<file path="src/hw/lsu_bus_pkg.sv">
/* Wishbone-side types for the load/store unit. The bus is 32 bits wide with word
   addressing and classic, non-pipelined cycles. */

package lsu_bus_pkg;

    // Word address is byte address bits 31:2
    localparam int WB_ADR_WIDTH = 30;
    localparam int WB_SEL_WIDTH = 4;

    typedef logic [WB_ADR_WIDTH-1:0] wb_adr_t;
    typedef logic [WB_SEL_WIDTH-1:0] wb_sel_t;

    // Control FSM states, one bus cycle per op
    typedef enum logic [1:0] {
        ST_IDLE = 2'b00,
        ST_BUS  = 2'b01,
        ST_DONE = 2'b10
    } lsu_state_t;

endpackage

</file>
<file path="src/hw/lsu_isa_pkg.sv">
/* ISA-side types for the load/store unit. RV32 only, with no misaligned accesses
   and one in-order op queue of OP_QUEUE_DEPTH entries. */

package lsu_isa_pkg;

    // Datapath widths
    localparam int DATA_WIDTH   = 32;
    localparam int ADDR_WIDTH   = 32;
    localparam int TAG_WIDTH    = 6;
    localparam int OPCODE_WIDTH = 7;

    // Op queue sizing
    localparam int OP_QUEUE_DEPTH     = 4;
    localparam int OP_QUEUE_PTR_WIDTH = $clog2(OP_QUEUE_DEPTH);

    typedef logic [DATA_WIDTH-1:0]   lsu_data_t;
    typedef logic [ADDR_WIDTH-1:0]   lsu_addr_t;
    typedef logic [TAG_WIDTH-1:0]    lsu_tag_t;
    typedef logic [OPCODE_WIDTH-1:0] lsu_opcode_t;

    typedef logic [OP_QUEUE_PTR_WIDTH-1:0] op_queue_ptr_t;
    typedef logic [OP_QUEUE_PTR_WIDTH:0]   op_queue_cnt_t;

    // Major opcodes handled by this unit
    localparam lsu_opcode_t OPCODE_LOAD  = 7'b0000011;
    localparam lsu_opcode_t OPCODE_STORE = 7'b0100011;

    // Load/store function after funct3 decode
    typedef enum logic [2:0] {
        LSU_FUNC_LB  = 3'b000,
        LSU_FUNC_LBU = 3'b001,
        LSU_FUNC_LH  = 3'b010,
        LSU_FUNC_LHU = 3'b011,
        LSU_FUNC_LW  = 3'b100,
        LSU_FUNC_SB  = 3'b101,
        LSU_FUNC_SH  = 3'b110,
        LSU_FUNC_SW  = 3'b111
    } lsu_func_t;

endpackage
</file>
<file path="src/hw/lsu_top.sv">
/* Load/store unit top. Ops are accepted while o_ready is high and complete in
   acceptance order, one Wishbone classic cycle each. */

`timescale 1ns/1ps

module lsu_top (
    input  logic                     clk,
    input  logic                     i_rst_n,

    // Reservation station
    input  logic                     i_valid,
    input  lsu_isa_pkg::lsu_opcode_t i_opcode,
    input  lsu_isa_pkg::lsu_data_t   i_insn,
    input  lsu_isa_pkg::lsu_addr_t   i_src_a,
    input  lsu_isa_pkg::lsu_data_t   i_src_b,
    input  lsu_isa_pkg::lsu_tag_t    i_tag,
    output logic                     o_ready,

    // Wishbone master
    output logic                     o_wb_cyc,
    output logic                     o_wb_stb,
    output logic                     o_wb_we,
    output lsu_bus_pkg::wb_adr_t     o_wb_adr,
    output lsu_bus_pkg::wb_sel_t     o_wb_sel,
    output lsu_isa_pkg::lsu_data_t   o_wb_dat,
    input  logic                     i_wb_ack,
    input  lsu_isa_pkg::lsu_data_t   i_wb_dat,

    // Result
    output logic                     o_rslt_valid,
    output lsu_isa_pkg::lsu_tag_t    o_rslt_tag,
    output lsu_isa_pkg::lsu_data_t   o_rslt_data,
    output logic                     o_rslt_is_store
);

    import lsu_isa_pkg::*;
    import lsu_bus_pkg::*;

    // Decoder to queue
    lsu_func_t id_func;
    lsu_addr_t id_addr;
    lsu_data_t id_data;
    lsu_tag_t  id_tag;
    logic      push;

    // Queue head
    lsu_func_t q_func;
    lsu_addr_t q_addr;
    lsu_data_t q_data;
    lsu_tag_t  q_tag;
    logic      q_empty;
    logic      q_full;
    logic      pop;

    // Aligner outputs
    wb_sel_t   al_sel;
    lsu_data_t al_wr_data;
    lsu_data_t al_ld_data;

    assign o_ready = !q_full;
    assign push    = i_valid && !q_full;

    lsu_id u_id (
        .clk      (clk),
        .i_rst_n  (i_rst_n),
        .i_valid  (i_valid),
        .i_opcode (i_opcode),
        .i_insn   (i_insn),
        .i_src_a  (i_src_a),
        .i_src_b  (i_src_b),
        .i_tag    (i_tag),
        .o_func   (id_func),
        .o_addr   (id_addr),
        .o_data   (id_data),
        .o_tag    (id_tag)
    );

    lsu_op_queue u_queue (
        .clk     (clk),
        .i_rst_n (i_rst_n),
        .i_push  (push),
        .i_pop   (pop),
        .i_func  (id_func),
        .i_addr  (id_addr),
        .i_data  (id_data),
        .i_tag   (id_tag),
        .o_func  (q_func),
        .o_addr  (q_addr),
        .o_data  (q_data),
        .o_tag   (q_tag),
        .o_empty (q_empty),
        .o_full  (q_full)
    );

    lsu_data_align u_align (
        .i_func    (q_func),
        .i_offset  (q_addr[1:0]),
        .i_st_data (q_data),
        .o_sel     (al_sel),
        .o_wr_data (al_wr_data),
        .i_rd_data (i_wb_dat),
        .o_ld_data (al_ld_data)
    );

    lsu_ctrl u_ctrl (
        .clk             (clk),
        .i_rst_n         (i_rst_n),
        .i_empty         (q_empty),
        .i_func          (q_func),
        .i_addr          (q_addr),
        .i_tag           (q_tag),
        .i_sel           (al_sel),
        .i_wr_data       (al_wr_data),
        .i_ld_data       (al_ld_data),
        .o_pop           (pop),
        .o_wb_cyc        (o_wb_cyc),
        .o_wb_stb        (o_wb_stb),
        .o_wb_we         (o_wb_we),
        .o_wb_adr        (o_wb_adr),
        .o_wb_sel        (o_wb_sel),
        .o_wb_dat        (o_wb_dat),
        .i_wb_ack        (i_wb_ack),
        .o_rslt_valid    (o_rslt_valid),
        .o_rslt_tag      (o_rslt_tag),
        .o_rslt_data     (o_rslt_data),
        .o_rslt_is_store (o_rslt_is_store)
    );

endmodule

</file>
<file path="src/hw/lsu_ctrl.sv">
/* Runs one Wishbone classic cycle per queued op, head first. Results appear for
   one cycle after ack; o_rslt_data is valid only for loads. */

`timescale 1ns/1ps

module lsu_ctrl (
    input  logic                   clk,
    input  logic                   i_rst_n,

    // Queue head and aligned data
    input  logic                   i_empty,
    input  lsu_isa_pkg::lsu_func_t i_func,
    input  lsu_isa_pkg::lsu_addr_t i_addr,
    input  lsu_isa_pkg::lsu_tag_t  i_tag,
    input  lsu_bus_pkg::wb_sel_t   i_sel,
    input  lsu_isa_pkg::lsu_data_t i_wr_data,
    input  lsu_isa_pkg::lsu_data_t i_ld_data,
    output logic                   o_pop,

    // Wishbone master
    output logic                   o_wb_cyc,
    output logic                   o_wb_stb,
    output logic                   o_wb_we,
    output lsu_bus_pkg::wb_adr_t   o_wb_adr,
    output lsu_bus_pkg::wb_sel_t   o_wb_sel,
    output lsu_isa_pkg::lsu_data_t o_wb_dat,
    input  logic                   i_wb_ack,

    // Completion
    output logic                   o_rslt_valid,
    output lsu_isa_pkg::lsu_tag_t  o_rslt_tag,
    output lsu_isa_pkg::lsu_data_t o_rslt_data,
    output logic                   o_rslt_is_store
);

    import lsu_isa_pkg::*;
    import lsu_bus_pkg::*;

    lsu_state_t state;
    lsu_state_t state_next;
    logic       is_store;
    logic       misaligned;

    assign is_store = (i_func == LSU_FUNC_SB) || (i_func == LSU_FUNC_SH) ||
                      (i_func == LSU_FUNC_SW);

    always_ff @(posedge clk) begin
        if (!i_rst_n) begin
            state <= ST_IDLE;
        end else begin
            state <= state_next;
        end
    end

    always_comb begin
        case (state)
            ST_IDLE: state_next = i_empty ? ST_IDLE : ST_BUS;
            ST_BUS:  state_next = i_wb_ack ? ST_DONE : ST_BUS;
            default: state_next = ST_IDLE;
        endcase
    end

    // Bus signals come straight from the head, which holds until pop
    assign o_wb_cyc = (state == ST_BUS);
    assign o_wb_stb = (state == ST_BUS);
    assign o_wb_we  = o_wb_cyc && is_store;
    assign o_wb_adr = i_addr[ADDR_WIDTH-1:2];
    assign o_wb_sel = i_sel;
    assign o_wb_dat = i_wr_data;

    assign o_pop    = o_wb_cyc && i_wb_ack;

    // Capture result on the ack edge
    always_ff @(posedge clk) begin
        if (o_pop) begin
            o_rslt_tag      <= i_tag;
            o_rslt_data     <= i_ld_data;
            o_rslt_is_store <= is_store;
        end
    end

    assign o_rslt_valid = (state == ST_DONE);

    always_comb begin
        case (i_func)
            LSU_FUNC_LH, LSU_FUNC_LHU, LSU_FUNC_SH: misaligned = i_addr[0];
            LSU_FUNC_LW, LSU_FUNC_SW:               misaligned = |i_addr[1:0];
            default:                                misaligned = 1'b0;
        endcase
    end

    // Every strobe belongs to an open cycle on a queued op
    a_stb_in_cyc: assert property (
        @(posedge clk) disable iff (!i_rst_n) o_wb_stb |-> o_wb_cyc && !i_empty
    ) else $error("lsu_ctrl: stb without cyc or without a queued op");

    // Queue head must not move under an open bus cycle
    a_adr_stable: assert property (
        @(posedge clk) disable iff (!i_rst_n)
        (o_wb_cyc && !i_wb_ack) |=> o_wb_cyc && $stable(o_wb_adr) && $stable(o_wb_sel)
    ) else $error("lsu_ctrl: address changed while waiting for ack");

    a_aligned: assert property (
        @(posedge clk) disable iff (!i_rst_n) o_wb_cyc |-> !misaligned
    ) else $error("lsu_ctrl: misaligned access on the bus");

endmodule

</file>
<file path="src/hw/lsu_data_align.sv">
/* Byte-lane steering between the 32-bit bus and the register file. Assumes the
   access is naturally aligned; misaligned offsets give undefined lanes. */

`timescale 1ns/1ps

module lsu_data_align (
    input  lsu_isa_pkg::lsu_func_t i_func,
    input  logic [1:0]             i_offset,

    // Store path
    input  lsu_isa_pkg::lsu_data_t i_st_data,
    output lsu_bus_pkg::wb_sel_t   o_sel,
    output lsu_isa_pkg::lsu_data_t o_wr_data,

    // Load path
    input  lsu_isa_pkg::lsu_data_t i_rd_data,
    output lsu_isa_pkg::lsu_data_t o_ld_data
);

    import lsu_isa_pkg::*;

    logic [4:0] lane_shift;
    lsu_data_t  rd_shifted;

    // Move the addressed lanes down to bit 0
    assign lane_shift = {i_offset, 3'b000};
    assign rd_shifted = i_rd_data >> lane_shift;

    // Lanes touched by the access, loads included
    always_comb begin
        case (i_func)
            LSU_FUNC_LB, LSU_FUNC_LBU, LSU_FUNC_SB: o_sel = 4'b0001 << i_offset;
            LSU_FUNC_LH, LSU_FUNC_LHU, LSU_FUNC_SH: o_sel = i_offset[1] ? 4'b1100 : 4'b0011;
            default:                                o_sel = 4'b1111;
        endcase
    end

    // Replicate narrow store data so every lane carries it
    always_comb begin
        case (i_func)
            LSU_FUNC_SB: o_wr_data = {4{i_st_data[7:0]}};
            LSU_FUNC_SH: o_wr_data = {2{i_st_data[15:0]}};
            default:     o_wr_data = i_st_data;
        endcase
    end

    // Extend the loaded value
    always_comb begin
        case (i_func)
            LSU_FUNC_LB:  o_ld_data = {{(DATA_WIDTH-8){rd_shifted[7]}}, rd_shifted[7:0]};
            LSU_FUNC_LBU: o_ld_data = {{(DATA_WIDTH-8){1'b0}}, rd_shifted[7:0]};
            LSU_FUNC_LH:  o_ld_data = {{(DATA_WIDTH-16){rd_shifted[15]}}, rd_shifted[15:0]};
            LSU_FUNC_LHU: o_ld_data = {{(DATA_WIDTH-16){1'b0}}, rd_shifted[15:0]};
            default:      o_ld_data = rd_shifted;
        endcase
    end

endmodule

</file>
<file path="src/hw/lsu_op_queue.sv">
/* In-order circular FIFO of decoded memory ops. The caller must not push when
   o_full is high nor pop when o_empty is high. */

`timescale 1ns/1ps

module lsu_op_queue (
    input  logic                   clk,
    input  logic                   i_rst_n,

    input  logic                   i_push,
    input  logic                   i_pop,

    // Entry written on push
    input  lsu_isa_pkg::lsu_func_t i_func,
    input  lsu_isa_pkg::lsu_addr_t i_addr,
    input  lsu_isa_pkg::lsu_data_t i_data,
    input  lsu_isa_pkg::lsu_tag_t  i_tag,

    // Head entry
    output lsu_isa_pkg::lsu_func_t o_func,
    output lsu_isa_pkg::lsu_addr_t o_addr,
    output lsu_isa_pkg::lsu_data_t o_data,
    output lsu_isa_pkg::lsu_tag_t  o_tag,
    output logic                   o_empty,
    output logic                   o_full
);

    import lsu_isa_pkg::*;

    lsu_func_t     func_mem [OP_QUEUE_DEPTH];
    lsu_addr_t     addr_mem [OP_QUEUE_DEPTH];
    lsu_data_t     data_mem [OP_QUEUE_DEPTH];
    lsu_tag_t      tag_mem  [OP_QUEUE_DEPTH];

    op_queue_ptr_t wr_ptr;
    op_queue_ptr_t rd_ptr;
    op_queue_cnt_t count;

    // Pointers, occupancy
    always_ff @(posedge clk) begin
        if (!i_rst_n) begin
            wr_ptr <= '0;
            rd_ptr <= '0;
            count  <= '0;
        end else begin
            if (i_push) begin
                wr_ptr <= (wr_ptr == op_queue_ptr_t'(OP_QUEUE_DEPTH - 1)) ? '0 : wr_ptr + 1'b1;
            end
            if (i_pop) begin
                rd_ptr <= (rd_ptr == op_queue_ptr_t'(OP_QUEUE_DEPTH - 1)) ? '0 : rd_ptr + 1'b1;
            end
            case ({i_push, i_pop})
                2'b10:   count <= count + 1'b1;
                2'b01:   count <= count - 1'b1;
                default: count <= count;
            endcase
        end
    end

    // Entry storage
    always_ff @(posedge clk) begin
        if (i_push) begin
            func_mem[wr_ptr] <= i_func;
            addr_mem[wr_ptr] <= i_addr;
            data_mem[wr_ptr] <= i_data;
            tag_mem[wr_ptr]  <= i_tag;
        end
    end

    assign o_func  = func_mem[rd_ptr];
    assign o_addr  = addr_mem[rd_ptr];
    assign o_data  = data_mem[rd_ptr];
    assign o_tag   = tag_mem[rd_ptr];

    assign o_empty = (count == '0);
    assign o_full  = (count == op_queue_cnt_t'(OP_QUEUE_DEPTH));

    // Ready gating in the top and the FSM must keep these from happening
    a_no_push_full: assert property (
        @(posedge clk) disable iff (!i_rst_n) o_full |-> !i_push
    ) else $error("lsu_op_queue: push while full");

    a_no_pop_empty: assert property (
        @(posedge clk) disable iff (!i_rst_n) o_empty |-> !i_pop
    ) else $error("lsu_op_queue: pop while empty");

endmodule

</file>
<file path="src/hw/lsu_id.sv">
/* Combinational decode and address generation. Ops with an opcode other than
   LOAD or STORE must never be presented with i_valid high. */

`timescale 1ns/1ps

module lsu_id (
    input  logic                     clk,
    input  logic                     i_rst_n,

    // From reservation station
    input  logic                     i_valid,
    input  lsu_isa_pkg::lsu_opcode_t i_opcode,
    input  lsu_isa_pkg::lsu_data_t   i_insn,
    input  lsu_isa_pkg::lsu_addr_t   i_src_a,
    input  lsu_isa_pkg::lsu_data_t   i_src_b,
    input  lsu_isa_pkg::lsu_tag_t    i_tag,

    // Decoded op towards the queue
    output lsu_isa_pkg::lsu_func_t   o_func,
    output lsu_isa_pkg::lsu_addr_t   o_addr,
    output lsu_isa_pkg::lsu_data_t   o_data,
    output lsu_isa_pkg::lsu_tag_t    o_tag
);

    import lsu_isa_pkg::*;

    lsu_data_t imm_i;
    lsu_data_t imm_s;
    logic      is_store;

    // Sign-extended I-type and S-type immediates
    assign imm_i = {{(DATA_WIDTH-12){i_insn[31]}}, i_insn[31:20]};
    assign imm_s = {{(DATA_WIDTH-12){i_insn[31]}}, i_insn[31:25], i_insn[11:7]};

    assign is_store = (i_opcode == OPCODE_STORE);

    // Effective address
    assign o_addr = i_src_a + (is_store ? imm_s : imm_i);
    assign o_data = i_src_b;
    assign o_tag  = i_tag;

    // funct3 decode, unknown encodings fall back to word access
    always_comb begin
        case (i_opcode)
            OPCODE_STORE: begin
                case (i_insn[14:12])
                    3'b000:  o_func = LSU_FUNC_SB;
                    3'b001:  o_func = LSU_FUNC_SH;
                    default: o_func = LSU_FUNC_SW;
                endcase
            end
            OPCODE_LOAD: begin
                case (i_insn[14:12])
                    3'b000:  o_func = LSU_FUNC_LB;
                    3'b001:  o_func = LSU_FUNC_LH;
                    3'b100:  o_func = LSU_FUNC_LBU;
                    3'b101:  o_func = LSU_FUNC_LHU;
                    default: o_func = LSU_FUNC_LW;
                endcase
            end
            default: o_func = LSU_FUNC_LB;
        endcase
    end

    // The station only issues memory ops to this unit
    a_valid_opcode: assert property (
        @(posedge clk) disable iff (!i_rst_n)
        i_valid |-> (i_opcode == OPCODE_LOAD) || (i_opcode == OPCODE_STORE)
    ) else $error("lsu_id: valid op with non load/store opcode");

endmodule

</file>
<file path="config.mk">
export PLATFORM = sky130hd
export DESIGN_NAME = lsu_top
export DESIGN_NICKNAME = d
export VERILOG_FILES = /design/src/hw/lsu_bus_pkg.sv /design/src/hw/lsu_isa_pkg.sv /design/src/hw/lsu_top.sv /design/src/hw/lsu_ctrl.sv /design/src/hw/lsu_data_align.sv /design/src/hw/lsu_op_queue.sv /design/src/hw/lsu_id.sv
export SDC_FILE = /design/constraint.sdc
export NUM_CORES = 1
export LEC_CHECK = 0
export BUFFER_PORTS_ARGS = -buffer_cell sky130_fd_sc_hd__clkbuf_2
export CORE_ASPECT_RATIO = 1.2
export CORE_MARGIN = 2
export CORE_UTILIZATION = 55
export CTS_CLUSTER_SIZE = 28
export DETAILED_ROUTE_END_ITERATION = 6
export PLACE_DENSITY_LB_ADDON = 0.12
export SLEW_MARGIN = 25
export SYNTH_ARGS = -nofsm -noshare
export SYNTH_HDL_FRONTEND = slang
export SYNTH_HIERARCHICAL = 1
export SYNTH_SLANG_ARGS = --single-unit
</file>
<file path="constraint.sdc">
create_clock -name clk -period 3.48 [get_ports clk]
set_input_delay 0.174 -clock clk [delete_from_list [all_inputs] [get_ports clk]]
set_output_delay 0.174 -clock clk [all_outputs]
set_load 0.03 [all_outputs]
</file>
==> flow_summary.json <==
{
  "rsz0062_at_grt": "no",
  "max_freq_mhz": 323,
  "p_seq_share_pct": 43.3,
  "worst_hold_slack_ps": 41.5,
  "synth_cell_type_count": 69,
  "synth_warnings": 6,
  "antenna_found_initial": 3,
  "synth_area_leaders": "edfxtp_1 60%, mux4_2 9.8%, buf_4 5.2%",
  "skew_ps": 12.0,
  "cp_cell_sequence": "mux4_2 -> xor2_1 -> nand2_1 -> mux2_2 -> clkbuf_2",
  "wl_um": 35200,
  "synthTopCellsByCount": "331 x edfxtp_1, 115 x buf_4, 72 x mux4_2",
  "cts_tree": "done",
  "status": "complete, no violations",
  "ios": 255,
  "die_x_um": 162,
  "maxCapViolCount": 0,
  "cp_top_family": "multiplexers",
  "critical_path.startpoint_type": "flip-flop",
  "p_per_area_mw_per_mm2": 621,
  "synth.most_common_cell": "edfxtp_1",
  "sw_frac_of_total_pct": 29.3,
  "pwr-share-clk_pct": 31.3,
  "yosysTopAreaCell": "edfxtp_1",
  "postRouteAntennaNets": 0,
  "syn_area_mm2": 0.0165,
  "p_sw_uw": 3450,
  "hold_violations": 0,
  "cts-buffers-inserted": 35,
  "dp.cells": 1587,
  "drive_above_1_share_pct": 35.9,
  "vias_per_cell": 5.74,
  "nNetsFinal": 1458,
  "stdcell_count": 1688,
  "total_power_uw": 11800,
  "fin_crit_sh_pct": 89.0,
  "core_mm2": 0.0296,
  "place.gp.congestion": 0.877,
  "hpwl_um": 24200,
  "pre_cts_ws_ps": 10.4,
  "slew_viol_final": 0,
  "ys_ff_latch": 342,
  "crit_fanout": 16,
  "grt_overflow": 0,
  "clock_latency_ps": 500,
  "grt_pass1_vias": 9786,
  "first_iter_violations": 739,
  "vias": 9694,
  "hp-class": "in2reg",
  "required_ps": 3310,
  "cp-end-kind": "primary output",
  "max-slew-margin-rel_pct": 45.6,
  "port-buffer-count": 242,
  "synth_seq_area_share_pct": 61.4,
  "cts.clk_slew.worst_paths_ps": 60,
  "slowest_delay_ps": 650,
  "min_from": "i_wb_dat[27]",
  "worst_path_max_delay_cell": "mux4_2",
  "cts_root_buffer": "clkbuf_16",
  "rows": 69,
  "grt_use_total_pct": 22.4,
  "cts.repair.resized": 0,
  "avgRoutedWirePerCell_um": 20.8,
  "synth_nets": 1263,
  "cts_num_sinks": 342,
  "r2r_cells": 5,
  "tightest_slew_ps": 806,
  "clock_path_buffers": 3,
  "ir_worst_vdd_uv": 357,
  "syn_inst": 1079,
  "crit_buf_inv": 1,
  "grt_max_degree": 43,
  "synth.avg_cell_area_um2": 15.3,
  "p_int_uw": 8340,
  "finalSetupViolCount": 0,
  "postCtsSetupBuffers": 0,
  "min_to": "u_ctrl/o_rslt_data[27]",
  "finalCriticalPeriod_ps": 3100,
  "timing.rr.end": "u_ctrl/o_rslt_data[31]",
  "die_h_um": 194,
  "combinationalPowerShare_pct": 25.4,
  "synth-edff-count": 331,
  "grt_first_pass_wirelength_um": 54100,
  "rrSetupSlack_ps": 770,
  "start_util_pct": 55.9,
  "synthFlopType": "edfxtp_1",
  "final_util_pct": 64.2,
  "synth_top_area_share_pct": 60.1,
  "firstDrtPassIters": 4,
  "fillers": 2163,
  "synth-async-reset-ratio_pct": 0,
  "post-route-drc-count": 0,
  "syn_to_final_growth_pct": 14.8,
  "htree_levels": 2,
  "leakage_uw": 0.00694,
  "whs_path_depth": 3,
  "finalWorstSetupSlack_ps": 384,
  "dieArea_mm2": 0.0315,
  "arrival_ps": 2920,
  "criticalPathCategory": "reg2out"
}
-- registers in the layout, indices dropped and copies added (netlist names), named ones only --
register,cells
u_queue/tag_mem,24
u_queue/data_mem,128
u_ctrl/o_rslt_tag,6
u_queue/wr_ptr,2
u_queue/func_mem,12
u_queue/addr_mem,128
u_queue/count,3
u_ctrl/state,2
u_ctrl/o_rslt_data,32
u_queue/rd_ptr,2
u_ctrl/o_rslt_is_store,1
-- cell type report --
type | count | area [um^2] | area share (%)
Timing Repair Buffer | 321 | 2000 | 10.6
Clock buffer | 41 | 941 | 4.95
Tap cell | 390 | 488 | 2.57
Antenna cell | 1 | 2.50 | 0.0132
Sequential cell | 342 | 10200 | 53.5
Multi-Input combinational cell | 551 | 5110 | 26.9
Inverter | 23 | 86.3 | 0.454
Clock inverter | 19 | 199 | 1.05
-- how the worst max path moves through the flow --
stage / end / depth (start not counted) / slack, ps / startpoint
after detailed placement: u_queue/addr_mem[0][20] / 16 / 10 / i_opcode[3]
after floorplan: u_queue/count[2] / 8 / 220 / u_ctrl/state[0]
final: o_wb_dat[22] / 5 / 380 / flip-flop
after global placement: u_queue/addr_mem[2][19] / 15 / -10 / i_opcode[3]
after global routing: o_wb_dat[22] / 5 / 270 / flip-flop
after CTS: o_wb_dat[22] / 5 / 300 / flip-flop
-- power groups by stage --
stage | clock network [uW] | registers [uW] | logic, uW
floorplan | 0 | 5280 | 2400
global placement | 0 | 5180 | 2940
detailed placement | 0 | 5200 | 2960
CTS | 3790 | 5110 | 3020
global route | 3930 | 5130 | 3220
finish | 3700 | 5100 | 2990
-- cell usage in the layout, fill, tap and decap left out, drive strengths merged, types with 3 or more instances in the layout --
cell type    netlist  routed
xnor2             18      18
o21a               7       7
and3               5       5
a211oi             8       8
clkinv             0      12
or2                8       8
nor2b             28      28
a21oi             63      63
o211ai             4       4
ha                37      37
o21bai             4       4
edfxtp           331     331
o221a              8       8
nor4               4       4
nand4             17      17
nor3               6       6
or4                3       3
nor3b             13      13
a31oi             12      12
buf              148      39
and2              11      11
dlygate4sd3        0      40
inv               23      25
nor2              28      28
dfxtp             11      11
clkbuf            15     283
a21o              10      10
a22oi              8       8
nand2b             8       8
mux2i             11      11
nand3             16      16
xor2              15      15
mux2              32      32
o21ai             32      32
bufinv             0       4
nand2             36      36
mux4              73      73
-- per-layer routing --
metal  share of wire (%)  wire (um)  vias up  track usage (%)
met5               0.068         24        -                0
met4                 2.8        973        4             6.92
met3                 5.7       2000       69             3.68
met2                  51      18100      321             39.5
met1                  40      14100     4815             28.5
li1                    -          -     4485                -
-- per-stage QoR --
| stage | instance area, um^2 | setup TNS, ps |
|---|---|---|
| 6_report | 19000 | 0 |
| 5_1_grt | 19000 | 0 |
| 4_1_cts | 19000 | 0 |
| 3_5_place_dp | 17500 | 0 |
| 3_3_place_gp | 17500 | -38.2 |
| 2_1_floorplan | 16500 | 0 |
-- logic make-up (layout without fill, tap and decap cells) --
logic type,count (synthesis),count (layout),synth area share (%)
AOI/OAI and AO/OA,176,176,6.92
xor gates and xnor gates,33,33,1.75
adders and majority gates,39,39,3.04
buffers and inverters,186,404,7.81
DFF,342,342,61.4
muxes,116,116,12.8
other,0,1,0
and+or+nand+nor,187,187,6.28
-- tightest hold or removal path: stages --
cell	delay, ps
clkbuf_2	110
a22oi_1	70
nand3_1	80
-- what timing repair did --
item | 4_1_cts | 5_1_grt
endpoints found under the setup margin | 0 | 0
hold endpoints to repair | 156 | 0
hold buffers | 40 | 0
Power figures use the tool's default switching activity.
